===== config.mk =====
export PLATFORM = sky130hd
export DESIGN_NAME = pixel_pos_counter
export DESIGN_NICKNAME = d
export VERILOG_FILES = /design/src/conv_geom_pkg.sv /design/src/pixel_pos_counter.sv
export SDC_FILE = /design/constraint.sdc
export NUM_CORES = 1
export LEC_CHECK = 0
export BUFFER_PORTS_ARGS = -buffer_cell sky130_fd_sc_hd__buf_2
export CORE_AREA = 2 2 39 41
export CTS_BUF_LIST = sky130_fd_sc_hd__clkbuf_16
export DETAILED_ROUTE_END_ITERATION = 8
export DIE_AREA = 0 0 41 43
export HOLD_SLACK_MARGIN = 0.03
export PLACE_DENSITY = 0.39
export SLEW_MARGIN = 20
export SYNTH_ARGS = -nofsm -noshare
export SYNTH_HDL_FRONTEND = slang
export SYNTH_SLANG_ARGS = --single-unit
export TNS_END_PERCENT = 20

===== constraint.sdc =====
create_clock -name clk -period 2.3 [get_ports clk]
set_clock_uncertainty 0.15 [all_clocks]
set_input_delay 0.46 -clock clk [delete_from_list [all_inputs] [get_ports clk]]
set_output_delay 0.46 -clock clk [all_outputs]
set_load 0.05 [all_outputs]

===== src/conv_geom_pkg.sv =====
package conv_geom_pkg;

	// ----------------------------------------------------------------------
	// image and kernel geometry
	// ----------------------------------------------------------------------

	localparam int img_w = 8;
	localparam int img_h = 8;
	localparam int kern  = 5; // kernel is kern x kern.

	localparam int out_w = img_w - kern + 1; // window positions along a row.
	localparam int out_h = img_h - kern + 1; // window positions down a column.

	// ----------------------------------------------------------------------
	// position counters
	// ----------------------------------------------------------------------

	localparam int col_w = $clog2(img_w);
	localparam int row_w = $clog2(img_h);

endpackage


===== src/pixel_pos_counter.sv =====
`timescale 1ns/1ns

module pixel_pos_counter (
	input  logic                            clk,
	input  logic                            rst,
	input  logic                            valid_in,
	output logic [conv_geom_pkg::col_w-1:0] col,
	output logic [conv_geom_pkg::row_w-1:0] row
);

	logic col_last;
	logic row_last;

	assign col_last = (col == conv_geom_pkg::img_w - 1);
	assign row_last = (row == conv_geom_pkg::img_h - 1);

	// col and row name the pixel accepted on the next valid edge.
	always_ff @(posedge clk) begin
		if (rst) begin
			col <= '0;
			row <= '0;
		end else if (valid_in) begin
			if (col_last) begin
				col <= '0;
				if (row_last) begin
					row <= '0; // next frame starts here.
				end else begin
					row <= row + 1'b1;
				end
			end else begin
				col <= col + 1'b1;
			end
		end
	end

endmodule


==> metrics.csv <==
stage,metric,value,unit
status,status,completed,
timing,finalSetupViolCount,0,
worst_hold_path,hold_class,input pin to register,
final_layout,area_growth,40.9,%
timing,period_minus_slack,1.51,ns
global_route,globalRouteMet1Util,8.97,%
synth,yosys_warnings,0,
final_layout,final_cell_mix,"8 x buf_2, 6 x dfxtp_1, 4 x ha_1",
floorplanning,ios,9,
detailed_routing,viasPerCell,4.36,
setup_path,cp-start-kind,register,
power,combPwrFrac,6.3,%
floorplanning,die_x,41,microns
setup_path,worst-path-max-fanout,7,
synth,syn-num-nets,34,
setup_path,critPathMaxStageDelay,0.39,ns
cts,cts_buffers,3,
cts,cts_max_level,1,
placement,port_buffers,8,
detailed_routing,wl_per_cell,10.5,microns
power,power.internal,0.338,mW
synth,synth.distinct_cells,13,
setup_path,required,2.31,ns
floorplanning,start_util,21.9,%
floorplanning,die_area,1760,sq um
detailed_routing,drt_iter0_drc,3,
setup_path,path_class,register to register,
power,p_leak,0.211,nW
cts,clock_latency,0.22,ns
timing,relSlewSlack,83.5,%
detailed_routing,firstDrtPassIters,2,
global_route,grt_pass1_vias,218,
cts,cts_resized,0,
global_route,met3_usage,7.85,%
global_route,antenna_found_initial,0,
power,ir_worst_vdd,390,uV
cts,root_buffer,clkbuf_16,
final_layout,mostFrequentLayoutCell,buf_2,
timing,worstMarginPinSlew,0.250,ns
timing,whs,0.326,ns
power,switching_share,17.7,%
flow_run,maxCapViolations,0,
power,p_clk_share,66.9,%
cts,clock-sinks,6,
setup_path,cp_cell_sequence,"ha_1, ha_1, or3b_1, a21oi_2",
cts,clockBufferDepth,2,
global_route,grt_util_met2,11.6,%
synth,netlist_area,303,sq um
final_layout,num_antenna_cells,0,
synth,syn_area_per_cell,11.2,sq um
detailed_routing,route.detailed.drc,0,
timing,finalCritPeriodShare,65.5,%
power,p_sw,0.0727,mW
timing,hold_viol,0,
power,seqPwrFrac,26.8,%
setup_path,endpoint_kind,register,
global_route,grt_pass1_wl,924,microns
cts,clkSlewWorstSetupHoldPaths,0.03,ns
power,powerDensity,963,nW/um^2
floorplanning,fp-row-count,14,
detailed_routing,drt_wl_total,554,microns
detailed_routing,vias,231,
timing,drv_slew,0,
detailed_routing,ant_nets,0,
global_route,grt_start_max_net_pins,11,
synth,netlist_instances,27,
setup_path,cpLargestDelayFamily,adder cells,
global_route,grt_overflow_total,0,
cts,cts_setup_buffers,0,
cts,hold_buffers,0,
floorplanning,core_area,1380,sq um
timing,fmaxAchievable,664,MHz
setup_path,path_common_cell,ha_1,
synth,seq_area_frac_synth,39.7,%
timing,finalSetupTns,0,ns
global_route,grt-busiest-layer,met2,
setup_path,crit_slowest_cell,or3b_1,
final_layout,finalNetCount,46,
timing,grt_setup_unrepaired,false,
placement,gp_congestion,0.580,
final_layout,drive_above_1_share,40.5,%
setup_path,critPathBufInv,0,
global_route,grt_use_total,8.93,%
setup_path,worstPathArrival,1.52,ns
cts,tritoncts,done,
floorplanning,die_h,43,microns
synth,postSynthRegisterBits,6,
## area by class of cell
type	count	area [sq um]
Tap cell	16	20.0
Fill cell	141	957
Clock buffer	3	75.1
Multi-Input combinational cell	20	171
Sequential cell	6	120
Timing Repair Buffer	8	40.0
## path summary, 6_finish.rpt
kind | start | end | slack, ns | cells past startpoint
hold reg to reg | col[1]$_SDFFE_PP0P_ | col[1]$_SDFFE_PP0P_ | 0.36 | 2
setup reg to reg | col[0]$_SDFFE_PP0P_ | col[0]$_SDFFE_PP0P_ | 0.79 | 4
hold / removal | rst | col[0]$_SDFFE_PP0P_ | 0.33 | 2
setup / recovery | col[0]$_SDFFE_PP0P_ | col[0]$_SDFFE_PP0P_ | 0.79 | 4
## state kept, by name (all words and copies together) (netlist names)
signal,flops
row,3
col,3
## through the flow
step | power [mW] | setup WS, ns | util (%) | area [sq um] | cells
2_1_floorplan | 0.132 | 0.622 | - | 303 | 27
3_3_place_gp | 0.137 | 0.813 | 25.4 | 352 | 50
3_5_place_dp | 0.138 | 0.796 | 25.4 | 352 | 50
4_1_cts | 0.416 | 0.782 | 30.8 | 427 | 53
5_1_grt | 0.429 | 0.713 | 30.8 | 427 | 53
6_report | 0.411 | 0.793 | 30.8 | 427 | 53
## metal layers
metal  vias to the layer above  share of wire (%)
li1                        119                  -
met1                       104                 45
met2                         8                 46
met3                         0                8.5
met4                         0                  0
met5                         -                  0
## power groups by stage
stage	Combinational [mW]	Clock [mW]	Sequential [mW]
floorplan	0.0105	0	0.121
global placement	0.0258	0	0.111
detailed placement	0.0261	0	0.111
CTS	0.0264	0.280	0.110
global route	0.0290	0.290	0.111
finish	0.0259	0.275	0.110
## synth_stat cells
master | n | area [sq um]
buf_6 | 1 | 11.3
nand4bb_1 | 1 | 11.3
or3b_1 | 1 | 8.76
ha_1 | 4 | 50.1
a21oi_2 | 1 | 8.76
nand4b_1 | 1 | 8.76
dfxtp_1 | 6 | 120
nand3_1 | 1 | 5.00
nor2_1 | 2 | 7.51
a21bo_2 | 3 | 30.0
a21oi_1 | 3 | 15.0
nand2b_1 | 1 | 6.26
mux2i_1 | 2 | 20.0
## cell families after synthesis
group,after synthesis,synth area share [%]
buffers and inverters,1,3.72
flip-flops,6,39.7
AO/OA/AOI/OAI,7,17.8
adder cells (fa/ha/maj),4,16.5
multiplexers,2,6.61
AND/OR/NAND/NOR,7,15.7
Note: power is estimated with default switching activity, not from simulation.
