File: config.mk
export PLATFORM = sky130hd
export DESIGN_NAME = conv_line_window
export DESIGN_NICKNAME = d
export VERILOG_FILES = /design/src/conv_geom_pkg.sv /design/src/conv_data_pkg.sv /design/src/conv_line_window.sv
export SDC_FILE = /design/constraint.sdc
export NUM_CORES = 1
export LEC_CHECK = 0
export BUFFER_PORTS_ARGS = -buffer_cell sky130_fd_sc_hd__buf_2
export CAP_MARGIN = 10
export CORE_MARGIN = 5
export CORE_UTILIZATION = 60
export CTS_CLUSTER_SIZE = 20
export DETAILED_ROUTE_END_ITERATION = 16
export PLACE_DENSITY = 0.85
export SLEW_MARGIN = 20
export SYNTH_ARGS = -nofsm -noshare
export SYNTH_HDL_FRONTEND = slang
export SYNTH_SLANG_ARGS = --single-unit
File: constraint.sdc
create_clock -name clk -period 1.18 [get_ports clk]
set_input_delay 0 -clock clk [delete_from_list [all_inputs] [get_ports clk]]
set_output_delay 0 -clock clk [all_outputs]
set_load 0.02 [all_outputs]
File: src/conv_geom_pkg.sv
package conv_geom_pkg;

	// ----------------------------------------------------------------------
	// image and kernel geometry
	// ----------------------------------------------------------------------

	localparam int img_w = 8;
	localparam int img_h = 8;
	localparam int kern  = 5; // kernel is kern x kern.

	localparam int out_w = img_w - kern + 1; // window positions along a row.
	localparam int out_h = img_h - kern + 1; // window positions down a column.

	// ----------------------------------------------------------------------
	// position counters
	// ----------------------------------------------------------------------

	localparam int col_w = $clog2(img_w);
	localparam int row_w = $clog2(img_h);

endpackage

File: src/conv_data_pkg.sv
package conv_data_pkg;

	localparam int num_ch = 4;
	localparam int pix_w  = 16;
	localparam int wgt_w  = 8;
	localparam int acc_w  = 32; // wide enough for 4 x 25 products of 16 x 8 bits.

	typedef logic signed [pix_w-1:0] pixel_t;
	typedef logic signed [acc_w-1:0] acc_t;

	// indexed [row][col]; row 0 is the oldest image row, col 0 the leftmost column.
	typedef pixel_t window_t [conv_geom_pkg::kern][conv_geom_pkg::kern];

	// ----------------------------------------------------------------------
	// kernels, indexed [channel][row][col]
	// ----------------------------------------------------------------------

	localparam logic signed [wgt_w-1:0] weights
		[num_ch][conv_geom_pkg::kern][conv_geom_pkg::kern] = '{
		'{
			'{  1, -2,  3,  0,  4},
			'{ -1,  5, -3,  2,  1},
			'{  2,  0,  7, -4, -2},
			'{  3, -1,  1,  6,  0},
			'{ -5,  2, -2,  1,  3}
		},
		'{
			'{  0,  4, -1, -3,  2},
			'{  6, -2,  1,  0, -1},
			'{ -3,  3,  8,  2,  1},
			'{  1,  0, -4,  5, -2},
			'{  2, -6,  0,  1,  4}
		},
		'{
			'{ -2,  1,  0,  3, -1},
			'{  4, -3,  2, -1,  5},
			'{  1,  2, -8,  0,  3},
			'{  0, -1,  3,  2, -4},
			'{  5,  0,  1, -2,  2}
		},
		'{
			'{  3,  0, -2,  1,  1},
			'{ -4,  2,  6, -1,  0},
			'{  1, -5,  2,  4, -3},
			'{  2,  1,  0, -2,  7},
			'{ -1,  3, -1,  0,  2}
		}
	};

	localparam acc_t bias = -37;

endpackage

File: src/conv_line_window.sv
`timescale 1ns/1ns

module conv_line_window (
	input  logic                    clk,
	input  logic                    rst,
	input  logic                    valid_in,
	input  conv_data_pkg::pixel_t   pix_in,
	output conv_data_pkg::window_t  window
);

	// line_buf[i] holds one earlier image row; the highest index is the most recent.
	conv_data_pkg::pixel_t line_buf [conv_geom_pkg::kern-1][conv_geom_pkg::img_w];

	// column that enters the window on the right, oldest row first.
	conv_data_pkg::pixel_t new_col [conv_geom_pkg::kern];

	// ----------------------------------------------------------------------
	// right column of the window
	// ----------------------------------------------------------------------

	always_comb begin
		for (int i = 0; i < conv_geom_pkg::kern - 1; i++) begin
			new_col[i] = line_buf[i][conv_geom_pkg::img_w-1]; // same column, kern-1-i rows up.
		end
		new_col[conv_geom_pkg::kern-1] = pix_in;
	end

	// ----------------------------------------------------------------------
	// line buffers
	// ----------------------------------------------------------------------

	// each row buffer is fed by the row below it, the last one by pix_in.
	always_ff @(posedge clk) begin
		if (valid_in) begin
			for (int i = 0; i < conv_geom_pkg::kern - 1; i++) begin
				for (int j = conv_geom_pkg::img_w - 1; j > 0; j--) begin
					line_buf[i][j] <= line_buf[i][j-1];
				end
				line_buf[i][0] <= new_col[i+1];
			end
		end
	end

	// ----------------------------------------------------------------------
	// sliding window
	// ----------------------------------------------------------------------

	always_ff @(posedge clk) begin
		if (rst) begin
			window <= '{default: '0};
		end else if (valid_in) begin
			for (int i = 0; i < conv_geom_pkg::kern; i++) begin
				for (int j = 0; j < conv_geom_pkg::kern - 1; j++) begin
					window[i][j] <= window[i][j+1]; // shift one column left.
				end
				window[i][conv_geom_pkg::kern-1] <= new_col[i];
			end
		end
	end

endmodule

==> qor.txt <==
CTS clock-pin slew for the worst setup and hold paths = 0.07 ns
Worst Setup Start Kind = flip-flop
Final setup fails = 1
Finished Layout Cells = 3074
Initial antenna violation count = 0
Mapped cell area = 29750 um^2
Dpl cells = 2892
Gate Count Post-Synth = 1802
Netlist cell types = 11
Yosys top cell area share = 51.67%
FF-to-FF End = window[33]
I/O Buffers = 418
Hold path cells = 2
Reg-to-reg slack, setup = 0.29 ns
DR iter-0 viols = 1163
Crit path max-delay family = flip-flops
Worst path arrival time = 1.18 ns
TritonCTS Buffers = 85
Clk_lat worst skew = 0.61 ns
Gpl congestion = 0.8307
H-tree lvl count = 3
Slew margin rel. = 70.12%
GRT Overall Usage = 25.23%
Worst VDD drop = 1.378 mV
Outcome = complete, but fails checks
Final WL = 70.59 mm
Total grt overflow = 0
Antenna cell count = 0
Syn Nets = 1821
Tmin final = 1.182 ns
Die height = 232.7 um
Tot Pwr = 67.65 mW
Row cnt = 81
Seq/Total Area, Yosys = 78.58%
Core Box Area = 48950 um^2
DP HPWL = 40.14 mm
Wire per inst = 22.96 um
Pin count of the biggest net entering global routing = 92
FMAX = 846.2 MHz
RSZ-0062 raised after global routing = true
Final setup TNS = -0.001724 ns
Worst Hold End = line_buf[1][246]
Hold Path Class = input pin to flip-flop
Max cap viols = 0
I/O Pins = 419
Reg2reg start = window[33]
Area growth from synthesis to layout = 26.03%
CTS Buffer Depth = 3
Clock tree root driver cell = clkbuf_16
Area leader, netlist = edfxtp_1
Final ANT Viol Nets = 0
Pin slew with the least headroom to its limit = 0.4483 ns
DR vias/cell = 5.496
Critical Path Start = window[152]
Worst-path maximum fanout = 2
NumNets Final = 2359
CP cell instances = buf_2
Initial cell density of the core = 60.79%
Die area = 54140 um^2
Failing checks = setup timing
WS Path Type = flip-flop to primary output
Ranking of synthesized cells by area = edfxtp_1 52%, dfxtp_1 27%, mux2i_1 13%
Crit. End Element = primary output
Die X = 232.7 um
Max stage delay on crit path = 0.37 ns
Syn_area_per_cell = 16.51 um^2
Vias = 16.89k
Vias in the first global route = 17.51k
Path depth of the worst reg2reg path = 3
Hold Fails Final Rpt = 0
Worst path required time = 1.18 ns
Layout Skew = 0.02575 ns
DRC viols = 0
Setup ws final = -0.001724 ns
First-pass GRT wire length = 105.0 mm
Crit-path slowest cell = dfxtp_1
Worst Hold Launch = pix_in[6]
PwrDens = 1804 nW/um^2
Final Cycle Share = 100.1%
CTS tree = done
Worst path bufs/invs = 1
Fraction of layout cells with a size suffix above 1 = 38.01%
Pre-antenna DRT Iters = 7
Final slew viol count = 0
P_leak = 15.80 nW
Seq cells post-synth = 912
Synth warn = 0
Clock Sink Count = 912
[layout make-up]
cell class	count	area (um^2)
sequential	912	23850
fill	2481	11450
multi-input combinational	800	5509
timing repair buffer	541	4344
clock buffer	121	2547
clock inverter	36	417.9
tap	664	830.8
[worst register-to-register path: stages, from the launching register on]
cell and delay, ns:
dfxtp_4 0.38, buf_4 0.17, mux2i_1 0.17, nor2_1 0.06
[routing by layer]
layer / up-vias / track usage [%] / part of all wire [%]
met3: 189 / 6.028 / 7.3
met1: 8431 / 30.19 / 37
met5: - / 0 / 0
met2: 772 / 43.88 / 52
li1: 7502 / - / -
met4: 0 / 10.85 / 4.0
[stage by stage]
step	setup slack [ns]	instance area, um^2	hold WS (ns)	utilization (%)
3_3_place_gp	0.1407	32940	0.1907	67.30
5_1_grt	-0.03617	37500	0.1153	76.61
2_1_floorplan	0.4136	29750	0.09887	-
4_1_cts	-0.01034	37200	0.08506	76.00
6_report	-0.001724	37500	0.1203	76.61
3_5_place_dp	0.08011	32940	0.1979	67.30
[where the power goes]
group / leakage [nW] / internal [mW] / switching [mW]
combinational: 5.94 / 1.31 / 1.89
sequential: 8.39 / 35.0 / 0.788
clock: 1.47 / 16.9 / 11.8
total: 15.8 / 53.2 / 14.5
[cells in the mapped netlist (all sizes together)]
cell type	count
edfxtp	512
dfxtp	400
mux2i	400
nor2	400
buf	61
clkbuf	29
[state kept, by name (all words and copies together) (netlist names)]
name / count
line_buf: 512
window: 400
[repair_timing]
item	CTS	global route
buffers inserted	6	1
resized for setup	512	149
hold buffers	18	0
setup endpoints to repair	274	131
hold endpoints to repair	337	0
[cell families (layout without fill, tap and decap cells)]
| logic type | count (synthesis) | after routing | synth area share [%] |
|---|---|---|---|
| flops | 912 | 912 | 78.58 |
| mux | 400 | 400 | 13.46 |
| simple gates | 400 | 400 | 5.046 |
| buf+inv | 90 | 698 | 2.914 |
[worst max-delay path by stage]
stage | depth (start not counted) | endpoint
floorplan | 5 | window[110]
global placement | 5 | window[289]
detailed placement | 5 | window[300]
CTS | 1 | window[34]
global route | 1 | window[152]
finish | 1 | window[152]
[layout by cell type, fill, tap and decap left out, drive strengths merged]
| cell type | Yosys | routed |
|---|---|---|
| dlygate4sd3 | 0 | 18 |
| inv | 0 | 2 |
| bufinv | 0 | 8 |
| nor2 | 400 | 400 |
| mux2i | 400 | 400 |
| clkbuf | 29 | 121 |
| buf | 61 | 523 |
| edfxtp | 512 | 512 |
| clkinv | 0 | 26 |
| dfxtp | 400 | 400 |
Power figures use the tool's default switching activity.
