### config.mk
export PLATFORM = sky130hd
export DESIGN_NAME = conv_frame_fsm
export DESIGN_NICKNAME = d
export VERILOG_FILES = /design/src/conv_geom_pkg.sv /design/src/conv_frame_fsm.sv
export SDC_FILE = /design/constraint.sdc
export NUM_CORES = 1
export LEC_CHECK = 0
export BUFFER_PORTS_ARGS = -buffer_cell sky130_fd_sc_hd__buf_2
export CAP_MARGIN = 20
export CORE_AREA = 8 8 45 47
export CTS_CLUSTER_SIZE = 40
export DETAILED_ROUTE_END_ITERATION = 8
export DIE_AREA = 0 0 53 55
export GPL_TIMING_DRIVEN = 1
export HOLD_SLACK_MARGIN = 0.03
export PLACE_DENSITY_LB_ADDON = 0.3
export SLEW_MARGIN = 25
export SYNTH_ARGS = -nofsm -noshare
export SYNTH_HDL_FRONTEND = slang
export SYNTH_SLANG_ARGS = --single-unit
### constraint.sdc
create_clock -name clk -period 0.8 [get_ports clk]
set_input_delay 0.04 -clock clk [delete_from_list [all_inputs] [get_ports clk]]
set_output_delay 0.04 -clock clk [all_outputs]
set_load 0.03 [all_outputs]
### src/conv_geom_pkg.sv
package conv_geom_pkg;

	// ----------------------------------------------------------------------
	// image and kernel geometry
	// ----------------------------------------------------------------------

	localparam int img_w = 8;
	localparam int img_h = 8;
	localparam int kern  = 5; // kernel is kern x kern.

	localparam int out_w = img_w - kern + 1; // window positions along a row.
	localparam int out_h = img_h - kern + 1; // window positions down a column.

	// ----------------------------------------------------------------------
	// position counters
	// ----------------------------------------------------------------------

	localparam int col_w = $clog2(img_w);
	localparam int row_w = $clog2(img_h);

endpackage

### src/conv_frame_fsm.sv
`timescale 1ns/1ns

module conv_frame_fsm (
	input  logic                            clk,
	input  logic                            rst,
	input  logic                            valid_in,
	input  logic [conv_geom_pkg::col_w-1:0] col,
	input  logic [conv_geom_pkg::row_w-1:0] row,
	output logic                            win_ok,
	output logic                            last_win
);

	// idle is !in_frame, fill is in_frame && !emitting, emit is both set.
	logic in_frame;
	logic emitting;

	logic at_row_end;
	logic fill_done;
	logic win_done;
	logic frame_end;

	assign at_row_end = (col == conv_geom_pkg::img_w - 1);

	// last pixel of the rows that only prime the line buffers.
	assign fill_done = valid_in && at_row_end
		&& (row == conv_geom_pkg::img_h - conv_geom_pkg::out_h - 1);

	// a pixel at or right of this column closes a full window.
	assign win_done = valid_in && emitting
		&& (col >= conv_geom_pkg::img_w - conv_geom_pkg::out_w);

	assign frame_end = win_done && at_row_end && (row == conv_geom_pkg::img_h - 1);

	always_ff @(posedge clk) begin
		if (rst) begin
			in_frame <= 1'b0;
			emitting <= 1'b0;
			win_ok   <= 1'b0;
			last_win <= 1'b0;
		end else begin
			win_ok   <= win_done; // lines up with the window register update.
			last_win <= frame_end;
			if (!in_frame) begin
				if (valid_in && col == '0 && row == '0) begin
					in_frame <= 1'b1;
				end
			end else if (!emitting) begin
				if (fill_done) begin
					emitting <= 1'b1;
				end
			end else if (frame_end) begin
				in_frame <= 1'b0;
				emitting <= 1'b0;
			end
		end
	end

endmodule

==> out/metrics.cfg, run 1 <==
[finish]
multi_input_area_sq_um=93.8
num-fill-cells=158
synthToLayoutAreaGrowth_pct=66.2
drive_above_1_share_pct=64.5
nNetsFinal=42
register_area_sq_um=82.6
fin_util_pct=20.0
final_cell_mix=10 x buf_2, 3 x nor2_1, 3 x clkbuf_4
layout_commonest_cell=buf_2
diodes=0

[timing]
timing.fmax_mhz=1190
slew_violations=0
rsz0062_at_grt=true
min_period_ns=0.842
slew_headroom_pct=84.9
hold_viol_final=0
finalWorstSetupSlack_ns=-0.0421
worst_pin_slew_ns=0.225
setup_viol=2
finClkSkew_ns=0.00287
min_period_over_period_pct=105

[placed_design]
port_buffers=10
dpl.hpwl_um=397
gp_congestion=0.692
pre_cts_ws_ns=-0.0379

[critical_path]
crit_path_max_incr_delay_ns=0.32
endpoint_kind=register
cp_slowest_cell=dfxtp_2
reg2reg_from=in_frame
reg2reg_depth=3
arrival_ns=0.96
crit_required_ns=0.92
path_max_fanout=3
cp_cell_sequence=and4_1, a41o_1, nor2_1
criticalPathCategory=register to register
rrSetupSlack_ns=-0.04
r2r-end=in_frame
cp-start-kind=register

[job]
maxCapViolCount=0

[floorplanning]
start_util_pct=12.0
die_y_um=55
fp-row-count=14
core_sq_um=1380
io_pins=11
dieArea_sq_um=2920
die_w_um=53

[min_path]
whs_path_depth=3
hold_path.class=input pin to register
hold_end=win_ok
hp-start=rst

[yosys]
synth_cell_types=10
synth_sequential_area_ratio_pct=48.1
avgSynthCellArea_sq_um=9.79
synthesis.nets=26
ys_ff_latch=4
synthesis.area_sq_um=166
syn-instance-count=17
yosysWarnings=0

[global_route]
grt_overflow_total=0
grt_max_degree=7
use_met3_pct=5.88
gr-max-usage-layer=met3
use_met2_pct=3.91
grt_pass1_vias=172
use_met1_pct=3.03
antenna_found_initial=0
grt_pass1_wl_um=683
grtUsageTotal_pct=3.71

[clock_network]
root_buffer=clkbuf_4
clock_latency_ns=0.23
h-tree-depth=1
clock_path_buffers=2
clock_sinks=4
cts-buffers-inserted=3
clk_pin_slew_ns=0.04
cts_tree=built

[power]
p_leak_nw=0.127
p_per_area_nw_per_um2=1750
vdd_drop_max_v=0.000521

[drt]
finalWirelength_um=499
routed_via_density=3.89
firstDrtPassIters=3
avgRoutedWirePerCell_um=10.6
drtIter0Drc=1
vias=183
drc=0
drtAntennaViolNets=0

[outcome]
run_status=finished with violations
failed_checks=negative setup slack

[where the power goes]
| part | internal [mW] | total, mW | switching (mW) |
|---|---|---|---|
| combinational | 0.0188 | 0.0383 | 0.0195 |
| clock | 0.167 | 0.244 | 0.0763 |
| sequential | 0.201 | 0.201 | 0.000242 |
[cell usage after synthesis]
master	n	area share, %
and4_1	2	11
dfxtp_1	4	48
a31oi_1	1	3.8
nand3_1	1	3.0
nor2_1	4	9.0
and4b_2	1	6.8
nor4_1	1	3.8
and4_2	1	6.0
a41o_1	1	6.0
a21oi_1	1	3.0
[how the worst max path moves through the flow]
stage,startpoint,end,slack [ns]
final,in_frame,in_frame,-0.04
after floorplan,in_frame,emitting,0.008
after global placement,in_frame,in_frame,-0.05
after global routing,in_frame,emitting,-0.08
after detailed placement,in_frame,in_frame,-0.04
after CTS,in_frame,in_frame,-0.03
[critical path, delay by kind of cell (launching register included)]
family | cells | cell delay, ns
DFF | 1 | 0.32
AOI/OAI and AO/OA | 1 | 0.18
and+or+nand+nor | 2 | 0.22
[final cells by class]
class / count / area share [%]
flip-flops and latches: 4 / 29.9
well taps: 16 / 7.24
multi-input cells: 13 / 33.9
repair buffers: 11 / 20.8
clock buffers: 3 / 8.14
[flip-flops by register name, indices dropped and copies added (netlist names)]
name and flops:
emitting 1, in_frame 1, last_win 1, win_ok 1
[what timing repair did]
action                                  in CTS  in global routing
buffers inserted                             0                  1
endpoints found under the hold margin        1                  0
endpoints found under the setup margin       3                  3
resized for setup                            2                  2
pin swaps                                    0                  1
[kinds of logic after synthesis]
family | after synthesis | share of synthesized area, %
flops | 4 | 48.1
simple gates | 10 | 39.1
compound gates | 3 | 12.8
[stage by stage]
| step | cell area, sq um | power (mW) | std cells | hold slack (ns) | setup TNS, ns |
|---|---|---|---|---|---|
| CTS | 262 | 0.498 | 46 | -0.0118 | -0.0617 |
| floorplan | 166 | 0.212 | 17 | 0.120 | 0 |
| finish | 277 | 0.483 | 47 | 0.105 | -0.0829 |
| global route | 277 | 0.512 | 47 | 0.107 | -0.178 |
| global placement | 236 | 0.241 | 43 | 0.235 | -0.0939 |
| detailed placement | 236 | 0.240 | 43 | 0.239 | -0.0752 |
[routing by layer]
metal | wire length, um | vias up
met1 | 217 | 80
met4 | 0 | 0
met3 | 83 | 0
met5 | 0 | -
li1 | - | 96
met2 | 198 | 7
No activity file was read; power rests on OpenSTA's default activity.
==> run 2, diff against run 1 <==
--- a/config.mk
+++ b/config.mk
@@ -14,6 +14,8 @@
 export GPL_TIMING_DRIVEN = 1
 export HOLD_SLACK_MARGIN = 0.03
 export PLACE_DENSITY_LB_ADDON = 0.3
+export REMOVE_ABC_BUFFERS = 1
+export SKIP_CTS_REPAIR_TIMING = 1
 export SLEW_MARGIN = 25
 export SYNTH_ARGS = -nofsm -noshare
 export SYNTH_HDL_FRONTEND = slang
==> run 2 against run 1 <==
  * The flow finishes with violations (negative hold slack, negative setup slack)
  * Non-clock buffer count is 1 lower
  * Critical path depth unchanged
  * Core utilization is 0.54 points lower
  * Clock skew fell by 0.0019 ns
  * Hold slack worse by 0.11 ns
  * Total power rose by 3.6%
  * Routed wire length rose by 2.0%
  * Global-route usage up 0.33 points
  * Sequential share of layout area grew 0.83 points
  * Critical path type unchanged
  * Critical endpoint unchanged
  * Largest cell class unchanged
==> out/metrics.cfg, run 2 (synthesized netlist as in run 1, its figures left out) <==
[outcome]
run_status=finished with violations
failed_checks=negative hold slack, negative setup slack

[drt]
firstDrtPassIters=3
drtAntennaViolNets=0
avgRoutedWirePerCell_um=11.1
finalWirelength_um=509
drc=0
vias=189
routed_via_density=4.11
drtIter0Drc=8

[critical_path]
reg2reg_depth=3
arrival_ns=0.96
cp-start-kind=register
r2r-end=in_frame
rrSetupSlack_ns=-0.03
reg2reg_from=emitting
crit_path_max_incr_delay_ns=0.33
criticalPathCategory=register to register
cp_top_family=flip-flops
cp_slowest_cell=dfxtp_2
endpoint_kind=register
cp_cell_sequence=and4_1, a41o_1, nor2_1
cp.depth=3
path_max_fanout=3
crit_required_ns=0.93
cp_num_buf_inv=0

[timing]
min_period_ns=0.829
min_period_over_period_pct=104
finalWorstSetupSlack_ns=-0.0293
rsz0062_at_grt=true
hold_ws_ns=-0.00516
hold_viol_final=1
slew_violations=0
finClkSkew_ns=0.000992
worst_pin_slew_ns=0.251
slew_headroom_pct=83.1
timing.fmax_mhz=1210
setup_viol=2
fin_tns_setup_ns=-0.0550

[finish]
final_cell_mix=8 x buf_2, 3 x nor2_1, 3 x clkbuf_4
final_cells=46
drive_above_1_share_pct=60.0
synthToLayoutAreaGrowth_pct=61.7
diodes=0
layout_commonest_cell=buf_2
fin_util_pct=19.4
design_area_sq_um=269
register_area_sq_um=82.6
nNetsFinal=41
multi_input_area_sq_um=88.8
num-fill-cells=160

[clock_network]
h-tree-depth=1
clock_sinks=4
cts-buffers-inserted=3
clock_path_buffers=2
root_buffer=clkbuf_4
clock_latency_ns=0.24
clk_pin_slew_ns=0.04
cts_tree=built

[floorplanning]
dieArea_sq_um=2920
die_w_um=53
fp-row-count=14
io_pins=11
start_util_pct=12.0
core_sq_um=1380
die_y_um=55

[global_route]
grtUsageTotal_pct=4.04
grt_max_degree=7
grt_overflow_total=0
antenna_found_initial=0
grt_pass1_wl_um=731
grt_pass1_vias=179

[placed_design]
placed_cells=43
port_buffers=10
place_area_sq_um=236
gp_congestion=0.642
pre_cts_ws_ns=-0.0750

[power]
vdd_drop_max_v=0.000517
p_leak_nw=0.122
p_per_area_nw_per_um2=1860
total_power_mw=0.501

[min_path]
hold_path.class=input pin to register
hold_end=win_ok
hp-start=rst
whs_path_depth=2

[job]
maxCapViolCount=0

## run 2: cell count changes in the layout (fill, tap and decap cells not counted), sizes merged
| cell | delta |
|---|---|
| buf | -1 |
## run 2: routing by layer
metal / global-route usage [%] / vias up / share of wire (%)
li1: - / 96 / -
met1: 3.95 / 86 / 44
met2: 4.49 / 7 / 43
met3: 5.88 / 0 / 13
met4: 1.29 / 0 / 0
met5: 0 / - / 0
## run 2: how the worst max path moves through the flow
stage          slack [ns]     start        to
3_3_place_gp        -0.09  emitting  in_frame
4_1_cts             -0.08  emitting  in_frame
2_1_floorplan       -0.03  in_frame  in_frame
3_5_place_dp        -0.07  emitting  in_frame
6_report            -0.03  emitting  in_frame
5_1_grt             -0.06  emitting  in_frame
## run 2: report_power, final
group          internal (mW)  total, mW  switching, mW
Clock                  0.169      0.262         0.0936
Combinational         0.0188     0.0376         0.0188
Sequential             0.201      0.201       0.000206
Total                  0.388      0.501          0.113
## run 2: worst register-to-register path, stage by stage, from the launching register on
cell	delay, ns
dfxtp_2	0.33
and4_1	0.16
a41o_1	0.18
nor2_1	0.05
## run 2: final cells by class
class	count	area share [%]
multi-input combinational	13	33.0
sequential	4	30.7
timing repair buffer	10	20.5
clock buffer	3	8.37
tap	16	7.44
