<file path="src/conv_geom_pkg.sv">
package conv_geom_pkg;

	// ----------------------------------------------------------------------
	// image and kernel geometry
	// ----------------------------------------------------------------------

	localparam int img_w = 8;
	localparam int img_h = 8;
	localparam int kern  = 5; // kernel is kern x kern.

	localparam int out_w = img_w - kern + 1; // window positions along a row.
	localparam int out_h = img_h - kern + 1; // window positions down a column.

	// ----------------------------------------------------------------------
	// position counters
	// ----------------------------------------------------------------------

	localparam int col_w = $clog2(img_w);
	localparam int row_w = $clog2(img_h);

endpackage

</file>
<file path="src/conv_data_pkg.sv">
package conv_data_pkg;

	localparam int num_ch = 4;
	localparam int pix_w  = 16;
	localparam int wgt_w  = 8;
	localparam int acc_w  = 32; // wide enough for 4 x 25 products of 16 x 8 bits.

	typedef logic signed [pix_w-1:0] pixel_t;
	typedef logic signed [acc_w-1:0] acc_t;

	// indexed [row][col]; row 0 is the oldest image row, col 0 the leftmost column.
	typedef pixel_t window_t [conv_geom_pkg::kern][conv_geom_pkg::kern];

	// ----------------------------------------------------------------------
	// kernels, indexed [channel][row][col]
	// ----------------------------------------------------------------------

	localparam logic signed [wgt_w-1:0] weights
		[num_ch][conv_geom_pkg::kern][conv_geom_pkg::kern] = '{
		'{
			'{  1, -2,  3,  0,  4},
			'{ -1,  5, -3,  2,  1},
			'{  2,  0,  7, -4, -2},
			'{  3, -1,  1,  6,  0},
			'{ -5,  2, -2,  1,  3}
		},
		'{
			'{  0,  4, -1, -3,  2},
			'{  6, -2,  1,  0, -1},
			'{ -3,  3,  8,  2,  1},
			'{  1,  0, -4,  5, -2},
			'{  2, -6,  0,  1,  4}
		},
		'{
			'{ -2,  1,  0,  3, -1},
			'{  4, -3,  2, -1,  5},
			'{  1,  2, -8,  0,  3},
			'{  0, -1,  3,  2, -4},
			'{  5,  0,  1, -2,  2}
		},
		'{
			'{  3,  0, -2,  1,  1},
			'{ -4,  2,  6, -1,  0},
			'{  1, -5,  2,  4, -3},
			'{  2,  1,  0, -2,  7},
			'{ -1,  3, -1,  0,  2}
		}
	};

	localparam acc_t bias = -37;

endpackage

</file>
<file path="src/conv_channel_sum.sv">
`timescale 1ns/1ns

module conv_channel_sum (
	input  logic                clk,
	input  logic                rst,
	input  logic                ch_valid,
	input  logic                last_in,
	input  conv_data_pkg::acc_t ch_sum [conv_data_pkg::num_ch],
	output conv_data_pkg::acc_t out,
	output logic                valid_out,
	output logic                frame_done
);

	conv_data_pkg::acc_t total;

	always_comb begin
		total = conv_data_pkg::bias;
		for (int k = 0; k < conv_data_pkg::num_ch; k++) begin
			total += ch_sum[k];
		end
	end

	always_ff @(posedge clk) begin
		if (rst) begin
			valid_out  <= 1'b0;
			frame_done <= 1'b0;
		end else begin
			valid_out  <= ch_valid;
			frame_done <= ch_valid && last_in; // only ever set on the final output.
		end
	end

	always_ff @(posedge clk) begin
		if (ch_valid) begin
			out <= total;
		end
	end

endmodule

</file>
<file path="config.mk">
export PLATFORM = sky130hd
export DESIGN_NAME = conv_channel_sum
export DESIGN_NICKNAME = d
export VERILOG_FILES = /design/src/conv_geom_pkg.sv /design/src/conv_data_pkg.sv /design/src/conv_channel_sum.sv
export SDC_FILE = /design/constraint.sdc
export NUM_CORES = 1
export LEC_CHECK = 0
export BUFFER_PORTS_ARGS = -buffer_cell sky130_fd_sc_hd__buf_2
export CORE_MARGIN = 10
export CORE_UTILIZATION = 41
export CTS_BUF_LIST = sky130_fd_sc_hd__clkbuf_2 sky130_fd_sc_hd__clkbuf_4 sky130_fd_sc_hd__clkbuf_8
export DETAILED_ROUTE_END_ITERATION = 8
export PLACE_DENSITY = 0.79
export SLEW_MARGIN = 20
export SYNTH_ARGS = -nofsm -noshare
export SYNTH_HDL_FRONTEND = slang
export SYNTH_SLANG_ARGS = --single-unit
</file>
<file path="constraint.sdc">
create_clock -name clk -period 12.4 [get_ports clk]
set_input_delay 3.1 -clock clk [delete_from_list [all_inputs] [get_ports clk]]
set_output_delay 3.1 -clock clk [all_outputs]
set_load 0.02 [all_outputs]
</file>
==> results.toml, run 1 <==
[clocking]
cts_resized = 0
cts_tree = "yes"
root_buffer = "clkbuf_8"
hold_buffers = 0
clock-sinks = 34
clkTransAtPathRegs_ps = 70
htreeDepth = 2
numCtsBuffers = 5
clk_path_buf_depth = 2
cts_setup_buffers = 0

[status]
status = "finished clean"

[placed_design]
port_buffers = 165
dp_slack_ps = 5548
place_congestion = 0.8628
dpl-instance-area_um2 = 6220
dp_hpwl_mm = 10.50

[sta]
tightest_slew_ps = 772.2
fmax_mhz = 152.2
slew_headroom_pct = 48.52
drv_slew = 0
hold_viol_final = 0
fin_crit_ps = 6571
rsz0062_at_grt = "no"
fin_setup_tns_ps = 0
finalSetupViolCount = 0
finalWorstSetupSlack_ps = 5829
min_period_over_period_pct = 53.00

[critical_path]
endpoint_kind = "flip-flop"
worstPathMaxFanout = 4
crit_type = "input port to flip-flop"
crit_arrival_ps = 6610
required_ps = 12440
crit_path_start_kind = "input port"

[layout]
mostFrequentLayoutCells = "inv_1 (231), buf_2 (165), ha_1 (63)"
fin_area_um2 = 6305
ff_latch_area_um2 = 1001
fin_nets = 1015
multiInputGateArea_um2 = 3311
drive_gt1_share_pct = 24.87
final_common_cell = "inv_1"
n_antenna_cell = 0
n_fill_cell = 1211
area_delta_synth_final_pct = 20.69

[grt]
grt_pass1_vias = 4513
grt-ovfl-total = 0
antenna_found_initial = 0
grt_pass1_wl_mm = 19.68
grt_max_degree = 34
grt.total_usage_pct = 12.99

[route]
firstDrtPassIters = 4
vias = 4219
routed_via_density = 4.527
drcViolationCount = 0
wl_per_cell_um = 12.30
drt_iter0_drc = 99
ant_nets = 0
wl_mm = 11.46

[power_and_ir_drop]
irDropWorstVdd_mv = 0.06739
intPower_uw = 564.9
p_clk_share_pct = 7.3
power.share.switching_pct = 47.52
comb_power_share_pct = 71.5
seq_power_share_pct = 21.2
leakage_uw = 0.003571
power_switching_uw = 511.5
power_density_nw_per_um2 = 170.7

[die]
dieArea_um2 = 17660
rows = 41
initial_core_util_pct = 41.56
die_h_um = 132.9
core_area_um2 = 12570
num_io_pins = 166
dieWidth_um = 132.9

[logic_synthesis]
async_flop_share_pct = 0
synthFlopType = "edfxtp_1"
synth_cells = 596
synth_edf_count = 32
syn_area_um2 = 5224
avgSynthCellArea_um2 = 8.765
synth_cell_types = 51
synth_warnings = 0
syn-num-nets = 852
synth-seq-cells = 34
synth.yosys.seq_area_share_pct = 19.16

[job]
drv_cap = 0

[hold_path]
hp-class = "input port to flip-flop"
[layer usage]
layer  part of all wire [%]  wire length [um]  GRT usage (%)  up-vias
met1                     42              4865          15.42     1966
met3                    6.7               768          2.914        6
met5                      0                 0              0        -
met4                   0.77                88          2.384        0
li1                       -                 -              -     2129
met2                     50              5741          23.46      118
[worst max-delay path, cell delays in order]
cell and delay (ps):
buf_2 70, inv_1 30, ha_1 300, fa_1 540
fa_1 440, inv_1 70, ha_1 160, inv_1 60
fa_1 390, nor2b_1 170, o2111ai_1 140, a21oi_1 390
o311ai_2 170, a21oi_1 320, a211oi_2 120, xnor2_1 130
[area by class of cell]
type                            count  area share (%)
Multi-Input combinational cell    322           52.51
Sequential cell                    34           15.88
Inverter                          231           13.75
Timing Repair Buffer              165           13.10
Tap cell                          172           3.413
Clock buffer                        6           1.211
Clock inverter                      2          0.1389
[sequential cells by signal, indices dropped and copies added, names as in the netlist]
register    count
out            32
valid_out       1
frame_done      1
[synthesized netlist by cell type (2+ instances only)]
cell	n	share of area, %
nor3b_1	2	0.29
nor2_1	18	1.3
nand2b_1	2	0.24
o21ai_1	2	0.19
edfxtp_1	32	18
buf_2	2	0.19
dfxtp_1	2	0.77
nand2_1	21	1.5
nand4_1	6	0.72
xor2_1	11	1.8
xnor2_1	23	3.9
ha_1	63	15
o21a_1	4	0.57
a21oi_1	31	3.0
a31oi_1	4	0.48
o21ai_0	15	1.4
buf_4	2	0.29
a21o_1	11	1.6
nand3_1	5	0.48
nor2b_1	5	0.60
o2111ai_1	2	0.34
a221oi_1	2	0.34
fa_1	61	23
a21oi_2	2	0.34
a41oi_1	2	0.34
o21bai_1	3	0.43
nor3_1	3	0.29
clkbuf_1	4	0.29
a211oi_2	3	0.72
or2_2	2	0.24
inv_1	231	17
[final timing paths]
kind,cells after the start,slack (ps),endpoint,startpoint
setup / recovery,16,5830,out[29],ch_sum[1]
hold / removal,2,2980,valid_out,rst
[metrics by stage]
step	power (uW)	utilization (%)	hold slack, ps	instances
3_3_place_gp	995.7	49.49	3264	924
3_5_place_dp	1008	49.49	3269	924
6_report	1076	50.16	2979	932
4_1_cts	1091	50.16	2966	932
5_1_grt	1192	50.16	2982	932
2_1_floorplan	808.5	-	3179	596
[power groups by stage]
stage / Sequential [uW] / Combinational (uW) / Clock [uW]
2_1_floorplan: 305 / 504 / 0
3_3_place_gp: 228 / 768 / 0
3_5_place_dp: 231 / 777 / 0
4_1_cts: 229 / 781 / 81.7
5_1_grt: 234 / 871 / 87.2
6_report: 228 / 770 / 79.0
[logic make-up (layout without fill, tap and decap cells)]
group	count (synthesis)	in the layout	synth area share (%)
simple gates	74	74	7.114
flops	34	34	19.16
compound gates	90	90	12.10
xor+xnor	34	34	5.700
buf+inv	240	404	17.46
fa+ha+maj	124	124	38.47
Power figures use the tool's default switching activity.
==> inputs of run 2 (changes only) <==
==> constraint.sdc (replaced) <==
create_clock -name clk -period 6.22 [get_ports clk]
set_input_delay 1.555 -clock clk [delete_from_list [all_inputs] [get_ports clk]]
set_output_delay 1.555 -clock clk [all_outputs]
set_load 0.02 [all_outputs]
==> run 2 against run 1 <==
Compared with the run above:
- setup slack got worse by 4600 ps
- combinational power increased by 100%
- clock power increased to 2.5 times the previous value
- final area increased by 0.38%
==> results.toml, run 2 (synthesized netlist as in run 1, its figures left out) <==
[die]
die_h_um = 132.9
num_io_pins = 166
rows = 41
initial_core_util_pct = 41.56
core_area_um2 = 12570
dieArea_um2 = 17660
dieWidth_um = 132.9

[clocking]
cts_resized = 0
cts_tree = "yes"
hold_buffers = 0
numCtsBuffers = 5
clk_path_buf_depth = 2
root_buffer = "clkbuf_8"
cts_setup_buffers = 0
htreeDepth = 2
clock-sinks = 34
clkTransAtPathRegs_ps = 70

[hold_path]
hp-class = "input port to flip-flop"
hold_depth = 2
min_from = "rst"
min_to = "valid_out"

[grt]
grt_pass1_wl_mm = 19.80
grt-ovfl-total = 0
antenna_found_initial = 0
grt_max_degree = 34
grt_pass1_vias = 4569
grt.total_usage_pct = 13.09

[sta]
min_period_over_period_pct = 80.49
slew_headroom_pct = 50.22
hold_viol_final = 0
rsz0062_at_grt = "no"
tightest_slew_ps = 746.7
fin_crit_ps = 5007
drv_slew = 0
finalSetupViolCount = 0
fin_setup_tns_ps = 0
fmax_mhz = 199.7

[placed_design]
dp_hpwl_mm = 10.52
dpl-instance-area_um2 = 6220
port_buffers = 165
place_congestion = 0.8630

[route]
wl_per_cell_um = 12.23
vias = 4169
firstDrtPassIters = 4
routed_via_density = 4.473
drcViolationCount = 0
ant_nets = 0
wl_mm = 11.40
drt_iter0_drc = 159

[critical_path]
critPathBufInv = 4
crit_arrival_ps = 5040
critPathMaxStageDelay_ps = 540
cp_top_family = "adder cells"
path_cells = "buf_2, inv_1, ha_1, fa_1, fa_1, inv_1, ha_1, inv_1, fa_1, nor2b_1, o2111ai_1, a21oi_1, o21ai_1, o31ai_2, a31oi_1, xnor2_1"
endpoint_kind = "flip-flop"
worstPathMaxFanout = 4
cp_slowest_cell = "fa_1"
crit_path_start_kind = "input port"
crit_type = "input port to flip-flop"
required_ps = 6260

[layout]
fin_area_um2 = 6329
final_common_cell = "inv_1"
largestRegisters = "out x32, frame_done x1, valid_out x1"
fin_nets = 1015
ff_latch_area_um2 = 1001
regMostFlops = "out"
area_delta_synth_final_pct = 21.15
multiInputGateArea_um2 = 3311
n_antenna_cell = 0
n_fill_cell = 1228
mostFrequentLayoutCells = "inv_1 (231), buf_2 (165), ha_1 (63)"
drive_gt1_share_pct = 25.00
largest_reg_flops = 32

[status]
status = "finished clean"

[power_and_ir_drop]
power_switching_uw = 1028
leakage_uw = 0.003583
seq_power_share_pct = 20.7
p_clk_share_pct = 9.1
power.share.switching_pct = 46.93
intPower_uw = 1162
power_density_nw_per_um2 = 346.1
comb_power_share_pct = 70.2
irDropWorstVdd_mv = 0.1280

[job]
drv_cap = 0
[run 2: changes by cell type in the layout (fill, tap and decap cells not counted), sizes merged]
cell / change
bufinv: +1
clkbuf: -1
[run 2: worst max path at each step]
stage | to | cells past startpoint | from
final | out[27] | 16 | ch_sum[1]
after detailed placement | out[29] | 16 | ch_sum[1]
after floorplan | out[27] | 15 | ch_sum[1]
after global placement | out[29] | 16 | ch_sum[1]
after CTS | out[29] | 16 | ch_sum[1]
after global routing | out[27] | 16 | ch_sum[1]
[run 2: power groups by stage]
stage	clock (uW)	sequential, uW	combinational, uW
after floorplan	0	608	1000
after global placement	0	454	1530
after detailed placement	0	460	1550
after CTS	204	456	1560
after global routing	216	465	1730
final	199	454	1540
[run 2: per-layer routing]
layer	vias up	global-route usage, %	part of all wire, %
met3	5	3.142	7.1
li1	2131	-	-
met2	110	23.74	50
met4	0	2.323	0.70
met5	-	0	0
met1	1923	15.35	42
[run 2: metrics by stage]
step	hold slack, ps	total power, uW	instances	utilization, %	worst slack [ps]
2_1_floorplan	1634	1612	596	-	1315
3_3_place_gp	1719	1985	924	49.49	980.1
3_5_place_dp	1724	2008	924	49.49	911.5
4_1_cts	1419	2216	932	50.35	1172
5_1_grt	1432	2416	932	50.35	909.3
6_report	1428	2190	932	50.35	1213
[run 2: final cells by class]
type,instances,share of cell area [%]
sequential,34,15.82
clock buffer,5,1.087
inverter,231,13.70
clock inverter,3,0.6327
tap,172,3.401
timing repair buffer,165,13.05
multi-input combinational,322,52.31
